`src/hw/dma_bridge_pkg.sv`:
```
// Shared types and widths for the disk DMA bridge
// Every bridge file refers to these through dma_bridge_pkg:: scoped names

package dma_bridge_pkg;

	//==================================================
	// Widths
	//==================================================
	localparam int ADDR_W = 32;
	localparam int DATA_W = 32;

	//==================================================
	// Command encoding
	//==================================================

	// One bit is enough, the host only reads or writes single words
	typedef enum logic {
		OP_READ  = 1'b0,
		OP_WRITE = 1'b1
	} dma_op_t;

	// Command as captured from the host, 66 bits
	// device is 1 for the hard disk and 0 for the floppy
	typedef struct packed {
		dma_op_t             op;
		logic                device;
		logic [ADDR_W-1:0]   addr;
		logic [DATA_W-1:0]   wdata;
	} dma_cmd_t;

endpackage

```
`src/hw/dma_cmd_if.sv`:
```
// Command link from host decode to the memory execute stage
// Decode holds cmd_valid and cmd steady until execute pulses cmd_done

`timescale 1ns/1ps

interface dma_cmd_if;

	// Decode side
	logic                     cmd_valid;
	dma_bridge_pkg::dma_cmd_t cmd;

	// One-cycle pulse when the bus transfer has finished
	logic                     cmd_done;

	modport decode (
		output cmd_valid,
		output cmd,
		input  cmd_done
	);

	modport execute (
		input  cmd_valid,
		input  cmd,
		output cmd_done
	);

endinterface

```
`src/hw/dma_rsp_if.sv`:
```
// Response link from the memory execute stage to the result stage
// No back-pressure here, result takes every rsp_valid pulse

`timescale 1ns/1ps

interface dma_rsp_if;

	logic                                rsp_valid;
	dma_bridge_pkg::dma_op_t             rsp_op;
	logic                                rsp_device;
	logic [dma_bridge_pkg::DATA_W-1:0]   rsp_rdata;

	modport execute (
		output rsp_valid,
		output rsp_op,
		output rsp_device,
		output rsp_rdata
	);

	modport result (
		input  rsp_valid,
		input  rsp_op,
		input  rsp_device,
		input  rsp_rdata
	);

endinterface

```
`src/hw/dma_bridge_top.sv`:
```
// Top level of the disk DMA bridge
// Host command port and Avalon memory port as plain ports, plus the two
// activity LEDs; LED_HOLD sets how long an LED stays lit after a transfer

`timescale 1ns/1ps

module dma_bridge_top #(
	parameter int LED_HOLD = 4500000
) (
	input  logic                                clk_sys,
	input  logic                                arst_n,

	// Host command port
	input  logic                                host_rd,
	input  logic                                host_wr,
	input  logic [dma_bridge_pkg::ADDR_W-1:0]   host_addr,
	input  logic [dma_bridge_pkg::DATA_W-1:0]   host_wdata,
	input  logic                                host_device,
	output logic                                host_wait,
	output logic [dma_bridge_pkg::DATA_W-1:0]   host_rdata,

	// Avalon memory port
	output logic                                mem_read,
	output logic                                mem_write,
	output logic [dma_bridge_pkg::ADDR_W-1:0]   mem_address,
	output logic [dma_bridge_pkg::DATA_W-1:0]   mem_writedata,
	input  logic                                mem_waitrequest,
	input  logic [dma_bridge_pkg::DATA_W-1:0]   mem_readdata,
	input  logic                                mem_readdatavalid,

	// Activity LEDs
	output logic                                led_hdd,
	output logic                                led_fdd
);

	dma_cmd_if cmd_if ();
	dma_rsp_if rsp_if ();

	dma_cmd_decode decode_i (
		.clk_sys     (clk_sys),
		.arst_n      (arst_n),
		.host_rd     (host_rd),
		.host_wr     (host_wr),
		.host_addr   (host_addr),
		.host_wdata  (host_wdata),
		.host_device (host_device),
		.host_wait   (host_wait),
		.cmd         (cmd_if.decode)
	);

	dma_mem_execute execute_i (
		.clk_sys           (clk_sys),
		.arst_n            (arst_n),
		.mem_waitrequest   (mem_waitrequest),
		.mem_readdata      (mem_readdata),
		.mem_readdatavalid (mem_readdatavalid),
		.mem_read          (mem_read),
		.mem_write         (mem_write),
		.mem_address       (mem_address),
		.mem_writedata     (mem_writedata),
		.cmd               (cmd_if.execute),
		.rsp               (rsp_if.execute)
	);

	dma_result #(
		.LED_HOLD (LED_HOLD)
	) result_i (
		.clk_sys    (clk_sys),
		.arst_n     (arst_n),
		.rsp        (rsp_if.result),
		.host_rdata (host_rdata),
		.led_hdd    (led_hdd),
		.led_fdd    (led_fdd)
	);

endmodule

```
`src/hw/dma_cmd_decode.sv`:
```
// Host command front end of the disk DMA bridge
// Turns a host read or write pulse into one pending command and holds
// the host off with host_wait until the memory side reports completion

`timescale 1ns/1ps

module dma_cmd_decode (
	input  logic                                clk_sys,
	input  logic                                arst_n,
	input  logic                                host_rd,
	input  logic                                host_wr,
	input  logic [dma_bridge_pkg::ADDR_W-1:0]   host_addr,
	input  logic [dma_bridge_pkg::DATA_W-1:0]   host_wdata,
	input  logic                                host_device,
	output logic                                host_wait,
	dma_cmd_if.decode                           cmd
);

	logic                     busy;
	logic                     accept;
	dma_bridge_pkg::dma_cmd_t cmd_q;

	// Pulses while busy are dropped here and nowhere else
	assign accept = !busy && (host_rd || host_wr);

	//==================================================
	// Pending flag
	//==================================================
	always_ff @(posedge clk_sys or negedge arst_n) begin
		if (!arst_n) begin
			busy <= 1'b0;
		end else if (cmd.cmd_done) begin
			busy <= 1'b0;
		end else if (accept) begin
			busy <= 1'b1;
		end
	end

	// Command payload, only loaded on an accepted pulse
	always_ff @(posedge clk_sys) begin
		if (accept) begin
			// Both strobes at once counts as a read
			cmd_q.op     <= host_rd ? dma_bridge_pkg::OP_READ : dma_bridge_pkg::OP_WRITE;
			cmd_q.device <= host_device;
			cmd_q.addr   <= host_addr;
			cmd_q.wdata  <= host_wdata;
		end
	end

	// Busy to the host and valid to execute are the same state
	assign host_wait     = busy;
	assign cmd.cmd_valid = busy;
	assign cmd.cmd       = cmd_q;

endmodule

```
`src/hw/dma_mem_execute.sv`:
```
// Memory side of the disk DMA bridge
// Runs one Avalon single-word read or write per command, holding the
// request through waitrequest, then reports completion to decode and result

`timescale 1ns/1ps

module dma_mem_execute (
	input  logic                                clk_sys,
	input  logic                                arst_n,
	input  logic                                mem_waitrequest,
	input  logic [dma_bridge_pkg::DATA_W-1:0]   mem_readdata,
	input  logic                                mem_readdatavalid,
	output logic                                mem_read,
	output logic                                mem_write,
	output logic [dma_bridge_pkg::ADDR_W-1:0]   mem_address,
	output logic [dma_bridge_pkg::DATA_W-1:0]   mem_writedata,
	dma_cmd_if.execute                          cmd,
	dma_rsp_if.execute                          rsp
);

	typedef enum logic [1:0] {
		ST_IDLE,
		ST_REQ,
		ST_RWAIT
	} state_t;

	state_t                              state;
	logic                                start;
	logic                                accepted;
	logic                                done_q;
	dma_bridge_pkg::dma_op_t             op_q;
	logic                                device_q;
	logic [dma_bridge_pkg::ADDR_W-1:0]   addr_q;
	logic [dma_bridge_pkg::DATA_W-1:0]   wdata_q;
	logic [dma_bridge_pkg::DATA_W-1:0]   rdata_q;

	// cmd_valid is still high in the cycle of the done pulse,
	// so that cycle must not start the same command again
	assign start    = (state == ST_IDLE) && cmd.cmd_valid && !done_q;
	assign accepted = (state == ST_REQ) && !mem_waitrequest;

	//==================================================
	// Transfer FSM
	//==================================================
	always_ff @(posedge clk_sys or negedge arst_n) begin
		if (!arst_n) begin
			state     <= ST_IDLE;
			mem_read  <= 1'b0;
			mem_write <= 1'b0;
			done_q    <= 1'b0;
		end else begin
			done_q <= 1'b0;
			case (state)
				ST_IDLE: begin
					if (start) begin
						mem_read  <= (cmd.cmd.op == dma_bridge_pkg::OP_READ);
						mem_write <= (cmd.cmd.op == dma_bridge_pkg::OP_WRITE);
						state     <= ST_REQ;
					end
				end
				ST_REQ: begin
					if (accepted) begin
						mem_read  <= 1'b0;
						mem_write <= 1'b0;
						// A write is finished once the slave takes it
						if (op_q == dma_bridge_pkg::OP_WRITE) begin
							done_q <= 1'b1;
							state  <= ST_IDLE;
						end else begin
							state  <= ST_RWAIT;
						end
					end
				end
				ST_RWAIT: begin
					if (mem_readdatavalid) begin
						done_q <= 1'b1;
						state  <= ST_IDLE;
					end
				end
				default: state <= ST_IDLE;
			endcase
		end
	end

	// Request payload stays fixed from start to acceptance
	always_ff @(posedge clk_sys) begin
		if (start) begin
			op_q     <= cmd.cmd.op;
			device_q <= cmd.cmd.device;
			addr_q   <= cmd.cmd.addr;
			wdata_q  <= cmd.cmd.wdata;
		end
		if ((state == ST_RWAIT) && mem_readdatavalid) begin
			rdata_q <= mem_readdata;
		end
	end

	assign mem_address    = addr_q;
	assign mem_writedata  = wdata_q;

	// Completion goes to both decode and result in the same cycle
	assign cmd.cmd_done   = done_q;
	assign rsp.rsp_valid  = done_q;
	assign rsp.rsp_op     = op_q;
	assign rsp.rsp_device = device_q;
	assign rsp.rsp_rdata  = rdata_q;

endmodule

```
`src/hw/dma_result.sv`:
```
// Result stage of the disk DMA bridge
// Hands read data back to the host and keeps the hard disk and floppy
// activity LEDs lit for LED_HOLD cycles after each transfer of that device

`timescale 1ns/1ps

module dma_result #(
	parameter int LED_HOLD = 4500000
) (
	input  logic                                clk_sys,
	input  logic                                arst_n,
	dma_rsp_if.result                           rsp,
	output logic [dma_bridge_pkg::DATA_W-1:0]   host_rdata,
	output logic                                led_hdd,
	output logic                                led_fdd
);

	localparam int CNT_W = $clog2(LED_HOLD + 1);

	// Index 1 is the hard disk, 0 the floppy, same as rsp_device
	logic [CNT_W-1:0] led_cnt [2];

	//==================================================
	// Read data back to the host
	//==================================================
	always_ff @(posedge clk_sys or negedge arst_n) begin
		if (!arst_n) begin
			host_rdata <= '0;
		end else if (rsp.rsp_valid && (rsp.rsp_op == dma_bridge_pkg::OP_READ)) begin
			host_rdata <= rsp.rsp_rdata;
		end
		// Writes keep the last read word
	end

	//==================================================
	// Activity LED stretch
	//==================================================
	always_ff @(posedge clk_sys or negedge arst_n) begin
		if (!arst_n) begin
			for (int i = 0; i < 2; i++) begin
				led_cnt[i] <= '0;
			end
		end else begin
			for (int i = 0; i < 2; i++) begin
				if (rsp.rsp_valid && (rsp.rsp_device == 1'(i))) begin
					// Each new transfer restarts the hold time
					led_cnt[i] <= CNT_W'(LED_HOLD);
				end else if (led_cnt[i] != '0) begin
					led_cnt[i] <= led_cnt[i] - 1'b1;
				end
			end
		end
	end

	assign led_hdd = (led_cnt[1] != '0);
	assign led_fdd = (led_cnt[0] != '0);

endmodule

```
`config.mk`:
```
export PLATFORM = sky130hd
export DESIGN_NAME = dma_bridge_top
export DESIGN_NICKNAME = d
export VERILOG_FILES = /design/src/hw/dma_bridge_pkg.sv /design/src/hw/dma_cmd_if.sv /design/src/hw/dma_rsp_if.sv /design/src/hw/dma_bridge_top.sv /design/src/hw/dma_cmd_decode.sv /design/src/hw/dma_mem_execute.sv /design/src/hw/dma_result.sv
export SDC_FILE = /design/constraint.sdc
export NUM_CORES = 1
export LEC_CHECK = 0
export ABC_AREA = 1
export BUFFER_PORTS_ARGS = -buffer_cell sky130_fd_sc_hd__buf_2
export CAP_MARGIN = 30
export CORE_UTILIZATION = 30
export DETAILED_ROUTE_END_ITERATION = 8
export PLACE_DENSITY = 0.49
export SLEW_MARGIN = 25
export SYNTH_ARGS = -nofsm -noshare
export SYNTH_HDL_FRONTEND = slang
export SYNTH_SLANG_ARGS = --single-unit
```
`constraint.sdc`:
```
create_clock -name clk_sys -period 5 [get_ports clk_sys]
set_clock_uncertainty 0.2 [all_clocks]
set_input_delay 1 -clock clk_sys [delete_from_list [all_inputs] [get_ports clk_sys]]
set_output_delay 1 -clock clk_sys [all_outputs]
set_load 0.02 [all_outputs]
```
==> metrics.yaml, run 1 <==
yosys:
  yosysMostFrequentCell: "edfxtp_1"
  synthAdderAreaFrac_pct: 0.802
  synth-seq-cells: 248
  synth_cell_types: 38
  synth-edff-count: 164
  yosys_warnings: 0
  synthTopCellsByCount: "164 x edfxtp_1, 92 x nor2_1, 85 x nand2_1"
  syn-num-nets: 787
  async_flop_share_pct: 33.9
  synth_top_family_by_area: "simple AND/OR/NAND/NOR gates"
  synth_top_area_share_pct: 52.6
  avgSynthCellArea_um2: 13.8
  synth_compound_area_share_pct: 2.07
  yosysSeqAreaShare_pct: 75.1
  synthCells: 678
  synthMuxAreaShare_pct: 3.85
  synth_top_cell_by_area: "edfxtp_1"
  syn_area_um2: 9360
  ys.flop_type: "edfxtp_1"
  yosys-top-cells-area: "edfxtp_1 53%, dfrtp_1 22%, mux2_2 3.8%"
  synth_xor_area_share_pct: 0.374
  yosys.area_share.simple_pct: 15.1
routing:
  wire_per_inst_um: 15.8
  vias: 5779
  drc: 0
  postRouteAntennaNets: 0
  first_iter_violations: 321
  via_per_inst: 4.34
  drt_wl_total_um: 21100
  dr.pass1.iters: 5
sta:
  hold_violations: 0
  relSlewSlack_pct: 46.1
  fin_setup_tns_ns: 0
  slew_viol_final: 0
  setup_viol_count_final: 0
  period_share_pct: 68.6
  tightest_slew_ns: 0.806
  fmax_mhz: 292
  rsz0062_at_grt: "no"
  layout_min_cycle_time_ns: 3.43
global_route:
  grt_pass1_wl_um: 32300
  grt_usage_pct: 13.3
  grt_antenna_before_repair: 6
  grt_max_degree: 47
  grt_overflow: 0
  grt_pass1_vias: 5745
critical_path:
  worst_setup_path_end_kind: "output pin"
  slowest_stage: "dfrtp_1"
  startpoint_type: "register"
  crit_path_max_fanout: 11
  crit_required_ns: 3.80
  cp_cell_sequence: "inv_1, ha_1, nand2_4, nor2_8, nand3_2, buf_2"
  r2r-start: "execute_i.state[0]"
  critPathArrivalTime_ns: 2.23
  critPathKind: "register to output pin"
  path_buf_inv: 2
  critPathMaxStageDelay_ns: 0.35
  worstSetupStartpoint: "result_i.led_cnt[0]"
  reg2reg_slack_ns: 2.76
  worst_path_dominant_cell_family: "simple AND/OR/NAND/NOR gates"
clock_tree:
  cts.clk_slew.worst_paths_ns: 0.06
  post-cts-setup-buffer-count: 0
  clk_path_buf_depth: 3
  ctsHoldBuffers: 0
  cts_buffers: 28
  ctsResizeCount: 0
  h-tree-depth: 1
  cts.sinks: 248
  cts_tree: "yes"
  clk_latency_ns: 0.56
  root_buffer: "clkbuf_16"
pwr:
  leakage_uw: 0.00500
  power_density_nw_per_um2: 619
  ir_worst_vdd_uv: 308
final_layout:
  num-nets-final: 1021
  drive_gt1_share_pct: 35.2
  areaGrowthSynthToFinish_pct: 27.1
  fin_cells: 1331
job:
  drv_cap: 0
die:
  fp.dieW_um: 179
  ios: 204
  die_area_um2: 31900
  core-area_um2: 30700
  die_h_um: 179
  start_util_pct: 30.5
  rows: 64
run_status:
  status: "finished clean"
placement:
  dp_cells: 1276
  place.gp.congestion: 0.867
  port_buffers: 203
  hpwl_um: 15000
hold_path:
  min_path_type: "input port to async pin"
## sequential cells by signal, summed over array words and instances (netlist names), 2 cells and up
| register | cells |
|---|---|
| execute_i.mem_address | 32 |
| result_i.host_rdata | 32 |
| execute_i.rsp.rsp_rdata | 32 |
| decode_i.cmd.cmd | 66 |
| execute_i.state | 2 |
| execute_i.mem_writedata | 32 |
| result_i.led_cnt | 46 |
## per-stage QoR
step	instance area (um^2)	util [%]	hold WS [ns]	setup slack (ns)	total power, uW
floorplan	9360	-	0.200	0.453	4610
global placement	10900	35.5	0.200	2.11	5320
detailed placement	10900	35.5	0.205	2.11	5340
CTS	11800	38.6	0.173	1.56	7440
global route	11900	38.8	0.189	1.45	7780
finish	11900	38.8	0.178	1.57	7360
## placed cells by master, fill, tap and decap left out, types with 6 or more instances in the layout
master     Yosys  layout
buf_2          5     202
edfxtp_1     164     164
nor2_1        92      91
nand2_1       85      85
dfrtp_1       84      84
nand3_1       57      57
inv_1         49      48
mux2_2        32      32
clkbuf_16      0      28
nand4_1       17      17
nor2_2        10      10
nor2_4         7       8
or2_2          8       8
o21ai_0        7       7
clkbuf_1       1       7
buf_4          0       7
nor3_1         6       6
a21oi_1        6       6
ha_1           6       6
## kinds of logic (layout without fill, tap and decap cells)
group	Yosys count	count (layout)
AO/OA/AOI/OAI	31	31
adder cells (fa/ha/maj)	6	6
other	0	3
flip-flops	248	248
multiplexers	32	32
XOR/XNOR	4	4
AND/OR/NAND/NOR	295	295
buffers and inverters	62	316
## where the power goes
part | internal (uW) | leakage (uW) | total, uW | switching (uW)
Combinational | 685 | 0.00202 | 2020 | 1330
Clock | 1240 | 0.000440 | 2060 | 819
Sequential | 2950 | 0.00254 | 3280 | 327
Total | 4880 | 0.00500 | 7360 | 2480
## layout make-up
cell class                 instances  area, um^2
multi-input combinational        368        2090
antenna                            3        7.51
timing repair buffer             212        1140
sequential                       248        7030
inverter                          54         204
fill                            2937       18800
clock buffer                      35         727
tap                              396         495
clock inverter                    15         210
## metal layers
layer  GRT usage (%)  routed length, um  vias up
met4            3.99                424        6
met5               0                 37        -
met1            16.7               8740     2730
li1                -                  -     2831
met2            21.1               9870      175
met3            5.14               1980       37
## path summary, 6_finish.rpt
check | end | cells past startpoint
setup / recovery | led_hdd | 6
hold / removal | result_i.led_cnt[3] | 1
setup reg to reg | execute_i.mem_writedata[1] | 6
hold reg to reg | execute_i.mem_writedata[5] | 0
max in group asynchronous | result_i.host_rdata[6] | 2
min in group clk_sys | execute_i.mem_writedata[5] | 0
No activity file was read; power rests on OpenSTA's default activity.
==> inputs of run 2 (changes only) <==
--- a/config.mk
+++ b/config.mk
@@ -10,7 +10,7 @@
 export CAP_MARGIN = 30
 export CORE_UTILIZATION = 30
 export DETAILED_ROUTE_END_ITERATION = 8
-export PLACE_DENSITY = 0.49
+export PLACE_DENSITY = 0.51
 export SLEW_MARGIN = 25
 export SYNTH_ARGS = -nofsm -noshare
 export SYNTH_HDL_FRONTEND = slang
==> constraint.sdc (replaced) <==
create_clock -name clk_sys -period 2.75 [get_ports clk_sys]
set_clock_uncertainty 0.2 [all_clocks]
set_input_delay 0.55 -clock clk_sys [delete_from_list [all_inputs] [get_ports clk_sys]]
set_output_delay 0.55 -clock clk_sys [all_outputs]
set_load 0.02 [all_outputs]
==> metrics.yaml, run 2 (synthesized netlist as in run 1, its figures left out) <==
placement:
  dp_cells: 1280  # was 1276
  port_buffers: 203  # unchanged
  place.gp.congestion: 0.847  # was 0.867
  hpwl_um: 14700  # was 15000 um
critical_path:
  critPathMaxStageDelay_ns: 0.35  # about the same
  r2r-start: "result_i.led_cnt[0]"  # was execute_i.state[0]
  startpoint_type: "register"  # unchanged
  crit_required_ns: 2.00  # was 3.80 ns
  critPathArrivalTime_ns: 1.87  # was 2.23 ns
  critPathKind: "register to output pin"  # unchanged
  reg2reg_to: "result_i.led_cnt[16]"  # was execute_i.mem_writedata[1]
  cp_cell_sequence: "inv_1, ha_2, nand2_4, nor2_8, nand3_2, buf_2"  # was inv_1, ha_1, nand2_4, nor2_8, nand3_2, buf_2
  slowest_stage: "dfrtp_1"  # unchanged
  worst_setup_path_end_kind: "output pin"  # unchanged
  reg2reg_slack_ns: 0.78  # was 2.76 ns
  crit_path_max_fanout: 8  # was 11
  reg2regPathDepth: 7  # was 6
die:
  start_util_pct: 30.5  # unchanged
  fp.dieW_um: 179  # unchanged
  ios: 204  # unchanged
  die_area_um2: 31900  # unchanged
  die_h_um: 179  # unchanged
  core-area_um2: 30700  # unchanged
  rows: 64  # unchanged
final_layout:
  mostFrequentLayoutCell: "buf_2"  # unchanged
  final_cell_mix: "202 x buf_2, 164 x edfxtp_1, 97 x dlygate4sd3_1, 89 x nor2_1"  # was 202 x buf_2, 164 x edfxtp_1, 91 x nor2_1, 85 x nand2_1, 84 x dfrtp_1
  fillers: 2872  # was 2937
  num-nets-final: 1120  # was 1021
  largest_reg_flops: 66  # unchanged
  antenna_cells: 0  # was 3
  drive_gt1_share_pct: 33.1  # was 35.2%
  areaGrowthSynthToFinish_pct: 38.5  # was 27.1%
  fin_cells: 1429  # was 1331
sta:
  slew_viol_final: 0  # unchanged
  tightest_slew_ns: 0.585  # was 0.806 ns
  rsz0062_at_grt: "no"  # unchanged
  hold_violations: 0  # unchanged
  period_share_pct: 95.4
  fin_setup_tns_ns: 0  # unchanged
  relSlewSlack_pct: 60.9  # was 46.1%
  fmax_mhz: 381
  layout_min_cycle_time_ns: 2.62
  setup_viol_count_final: 0  # unchanged
global_route:
  grt_pass1_vias: 6145  # was 5745
  grt_pass1_wl_um: 33200  # was 32300 um
  grt_overflow: 0  # unchanged
  grt_usage_pct: 13.5  # was 13.3%
  grt_max_degree: 37  # was 47
  grt_antenna_before_repair: 1  # was 6
routing:
  postRouteAntennaNets: 0  # unchanged
  vias: 6126  # was 5779
  dr.pass1.iters: 4  # was 5
  via_per_inst: 4.29  # was 4.34
  drt_wl_total_um: 21600  # was 21100 um
  wire_per_inst_um: 15.1  # was 15.8 um
  first_iter_violations: 307  # was 321
  drc: 0  # unchanged
pwr:
  total_power_uw: 13700  # was 7360 uW
  power_density_nw_per_um2: 1060  # was 619 nW/um^2
  ir_worst_vdd_uv: 663  # was 308 uV
  leakage_uw: 0.00546  # was 0.00500 uW
run_status:
  status: "finished clean"  # unchanged
clock_tree:
  clk_path_buf_depth: 3  # unchanged
  cts_buffers: 28  # unchanged
  clk_latency_ns: 0.57  # was 0.56 ns
  h-tree-depth: 1  # unchanged
  post-cts-setup-buffer-count: 0  # unchanged
  cts.sinks: 248  # unchanged
  cts.clk_slew.worst_paths_ns: 0.06  # about the same
  root_buffer: "clkbuf_16"  # unchanged
  cts_tree: "yes"  # unchanged
hold_path:
  min_to: "decode_i.cmd.cmd[34]"
  min_path_type: "input port to register"  # was input port to async pin
  hold_depth: 1
  min_from: "host_addr[2]"
job:
  drv_cap: 0  # unchanged
## run 2: cell type report
cell class,count,area (um^2),area share [%]
clock buffers,36,761,5.87
clock inverters,16,228,1.76
inverters,54,204,1.57
multi-input cells,368,2100,16.2
flip-flops and latches,248,7030,54.2
well taps,396,495,3.82
repair buffers,311,2150,16.6
## run 2: what timing repair did
action / CTS / global route
gates resized for setup: 0 / 6
hold buffers: 97 / 0
hold endpoints to repair: 127 / 0
setup endpoints to repair: 0 / 2
## run 2: worst max-delay path by stage
stage	start	endpoint	depth (start not counted)
5_1_grt	result_i.led_cnt[26]	led_fdd	7
2_1_floorplan	execute_i.state[0]	execute_i.mem_address[0]	4
6_report	result_i.led_cnt[0]	led_hdd	6
4_1_cts	result_i.led_cnt[23]	led_fdd	6
3_5_place_dp	result_i.led_cnt[23]	led_fdd	6
3_3_place_gp	result_i.led_cnt[0]	led_hdd	6
## run 2: worst max-delay path: cells and delay by family (launching register included)
family / cells / cell delay, ns
buf+inv: 2 / 0.34
simple gates: 3 / 0.37
fa+ha+maj: 1 / 0.28
flops: 1 / 0.35
## run 2: metrics by stage
step	util, %	hold slack [ns]	worst slack, ns	cell area, um^2
CTS	42.2	0.0237	0.0308	12900
detailed placement	35.8	0.205	0.608	11000
finish	42.3	0.0379	0.127	13000
global placement	35.8	0.200	0.629	11000
floorplan	-	0.0544	0.0708	9370
global route	42.3	0.0227	0.0198	13000
## run 2: per-layer routing
layer / GRT usage, % / up-vias / part of all wire (%)
met1: 16.5 / 2917 / 42
met2: 22.5 / 152 / 48
met5: 0 / - / 0.060
met3: 4.75 / 30 / 7.7
li1: - / 3025 / -
met4: 3.67 / 2 / 2.1
## run 2: power breakdown
group | total [uW] | switching (uW) | internal (uW) | leakage (uW)
Clock | 3930 | 1500 | 2420 | 0.000489
Sequential | 5960 | 590 | 5370 | 0.00254
Combinational | 3860 | 2480 | 1380 | 0.00244
Total | 13700 | 4570 | 9170 | 0.00546
==> inputs of run 3 (changes only) <==
--- a/config.mk
+++ b/config.mk
@@ -11,7 +11,8 @@
 export CORE_UTILIZATION = 30
 export DETAILED_ROUTE_END_ITERATION = 8
 export PLACE_DENSITY = 0.51
-export SLEW_MARGIN = 25
+export RECOVER_POWER = 50
+export SLEW_MARGIN = 15
 export SYNTH_ARGS = -nofsm -noshare
 export SYNTH_HDL_FRONTEND = slang
 export SYNTH_SLANG_ARGS = --single-unit
==> metrics.yaml, run 3 (synthesized netlist as in run 1, its figures left out) <==
run_status:
  status: "finished clean"  # unchanged
global_route:
  grt_antenna_before_repair: 0  # was 1
  grt_pass1_wl_um: 33200  # unchanged
  grt_usage_pct: 13.5  # unchanged
  grt_max_degree: 37  # unchanged
  grt_pass1_vias: 6145  # unchanged
  grt_overflow: 0  # unchanged
final_layout:
  fin_cells: 1429  # unchanged
  antenna_cells: 0  # unchanged
  mostFrequentLayoutCell: "buf_2"  # unchanged
  areaGrowthSynthToFinish_pct: 37.8  # was 38.5%
  num-nets-final: 1120  # unchanged
  largest_reg_flops: 66  # unchanged
  drive_gt1_share_pct: 32.6  # was 33.1%
  final_cell_mix: "199 x buf_2, 164 x edfxtp_1, 97 x dlygate4sd3_1, 90 x nor2_1"  # was 202 x buf_2, 164 x edfxtp_1, 97 x dlygate4sd3_1, 89 x nor2_1
critical_path:
  crit_path_max_fanout: 8  # unchanged
  slowest_stage: "dfrtp_1"  # unchanged
  critPathMaxStageDelay_ns: 0.35  # about the same
  crit_required_ns: 2.00  # about the same
  cp_cell_sequence: "inv_1, ha_2, nand2_4, nor2_8, nand3_2, buf_2"  # unchanged
  critPathKind: "register to output pin"  # unchanged
  worst_setup_path_end_kind: "output pin"  # unchanged
  critPathArrivalTime_ns: 1.87  # about the same
  reg2reg_slack_ns: 0.24  # was 0.78 ns
  startpoint_type: "register"  # unchanged
die:
  start_util_pct: 30.5  # unchanged
  ios: 204  # unchanged
  rows: 64  # unchanged
  fp.dieW_um: 179  # unchanged
  die_h_um: 179  # unchanged
  die_area_um2: 31900  # unchanged
  core-area_um2: 30700  # unchanged
pwr:
  ir_worst_vdd_uv: 664  # was 663 uV
  leakage_uw: 0.00544  # was 0.00546 uW
  power_density_nw_per_um2: 1060  # about the same
  total_power_uw: 13700  # about the same
sta:
  relSlewSlack_pct: 38.7  # was 60.9%
  fmax_mhz: 381  # about the same
  layout_min_cycle_time_ns: 2.62  # about the same
  slew_viol_final: 0  # unchanged
  hold_violations: 0  # unchanged
  setup_viol_count_final: 0  # unchanged
  period_share_pct: 95.4  # about the same
  rsz0062_at_grt: "no"  # unchanged
  fin_setup_tns_ns: 0  # unchanged
  tightest_slew_ns: 0.917  # was 0.585 ns
routing:
  drc: 0  # unchanged
  wire_per_inst_um: 15.1  # about the same
  via_per_inst: 4.29  # about the same
  vias: 6131  # was 6126
  postRouteAntennaNets: 0  # unchanged
  dr.pass1.iters: 4  # unchanged
  drt_wl_total_um: 21600  # about the same
  first_iter_violations: 289  # was 307
clock_tree:
  cts_tree: "yes"  # unchanged
  clk_path_buf_depth: 3  # unchanged
  cts.clk_slew.worst_paths_ns: 0.06  # about the same
  cts.sinks: 248  # unchanged
  h-tree-depth: 1  # unchanged
  clk_latency_ns: 0.57  # about the same
  root_buffer: "clkbuf_16"  # unchanged
  cts_buffers: 28  # unchanged
hold_path:
  min_path_type: "input port to register"  # unchanged
job:
  drv_cap: 0  # unchanged
placement:
  place.gp.congestion: 0.847  # unchanged
  port_buffers: 203  # unchanged
  hpwl_um: 14700  # unchanged
  dp_cells: 1280  # unchanged
## run 3: cell type report
| type | count | area (um^2) |
|---|---|---|
| Clock buffer | 36 | 761 |
| Clock inverter | 16 | 228 |
| Fill cell | 2885 | 17800 |
| Inverter | 54 | 204 |
| Multi-Input combinational cell | 368 | 2090 |
| Sequential cell | 248 | 7030 |
| Tap cell | 396 | 495 |
| Timing Repair Buffer | 311 | 2090 |
## run 3: metal layers
metal,GRT usage (%),wire [um],vias up
met1,16.5,9010,2919
li1,-,-,3025
met3,4.75,1730,28
met2,22.5,10400,159
met4,3.67,456,0
met5,0,0,-
## run 3: worst max-delay path: cells and delay by family (launching register included)
kind	cells	cell delay (ns)
adder cells (fa/ha/maj)	1	0.28
buffers and inverters	2	0.34
flip-flops	1	0.35
AND/OR/NAND/NOR	3	0.37
## run 3: power breakdown
group	switching (uW)	internal, uW
clock	1500	2420
combinational	2480	1340
sequential	587	5380
## run 3: what timing repair did
action                                  CTS  global route
gates resized for setup                   0             6
hold buffers                             97             0
setup buffers                             0             0
endpoints found under the setup margin    0             2
endpoints found under the hold margin   127             0
## run 3: final timing paths
| check | from | endpoint | depth (start not counted) |
|---|---|---|---|
| worst max register to register | decode_i.cmd.cmd_valid | decode_i.cmd.cmd[50] | 2 |
| worst min register to register | decode_i.cmd.cmd[52] | execute_i.mem_address[20] | 0 |
| worst min-delay path | host_rd | decode_i.cmd.cmd[65] | 2 |
| min in group asynchronous | arst_n | result_i.led_cnt[26] | 2 |
| worst max-delay path | result_i.led_cnt[0] | led_hdd | 6 |
| max in group asynchronous | arst_n | execute_i.mem_read | 3 |
## run 3: stage by stage
| stage | hold WS, ns | setup slack, ns | util (%) | area, um^2 |
|---|---|---|---|---|
| floorplan | 0.0544 | 0.0708 | - | 9370 |
| finish | 0.0377 | 0.127 | 42.1 | 12900 |
| detailed placement | 0.205 | 0.608 | 35.8 | 11000 |
| global placement | 0.200 | 0.629 | 35.8 | 11000 |
| CTS | 0.0237 | 0.0308 | 42.2 | 12900 |
| global route | 0.0374 | 0.0198 | 42.1 | 12900 |
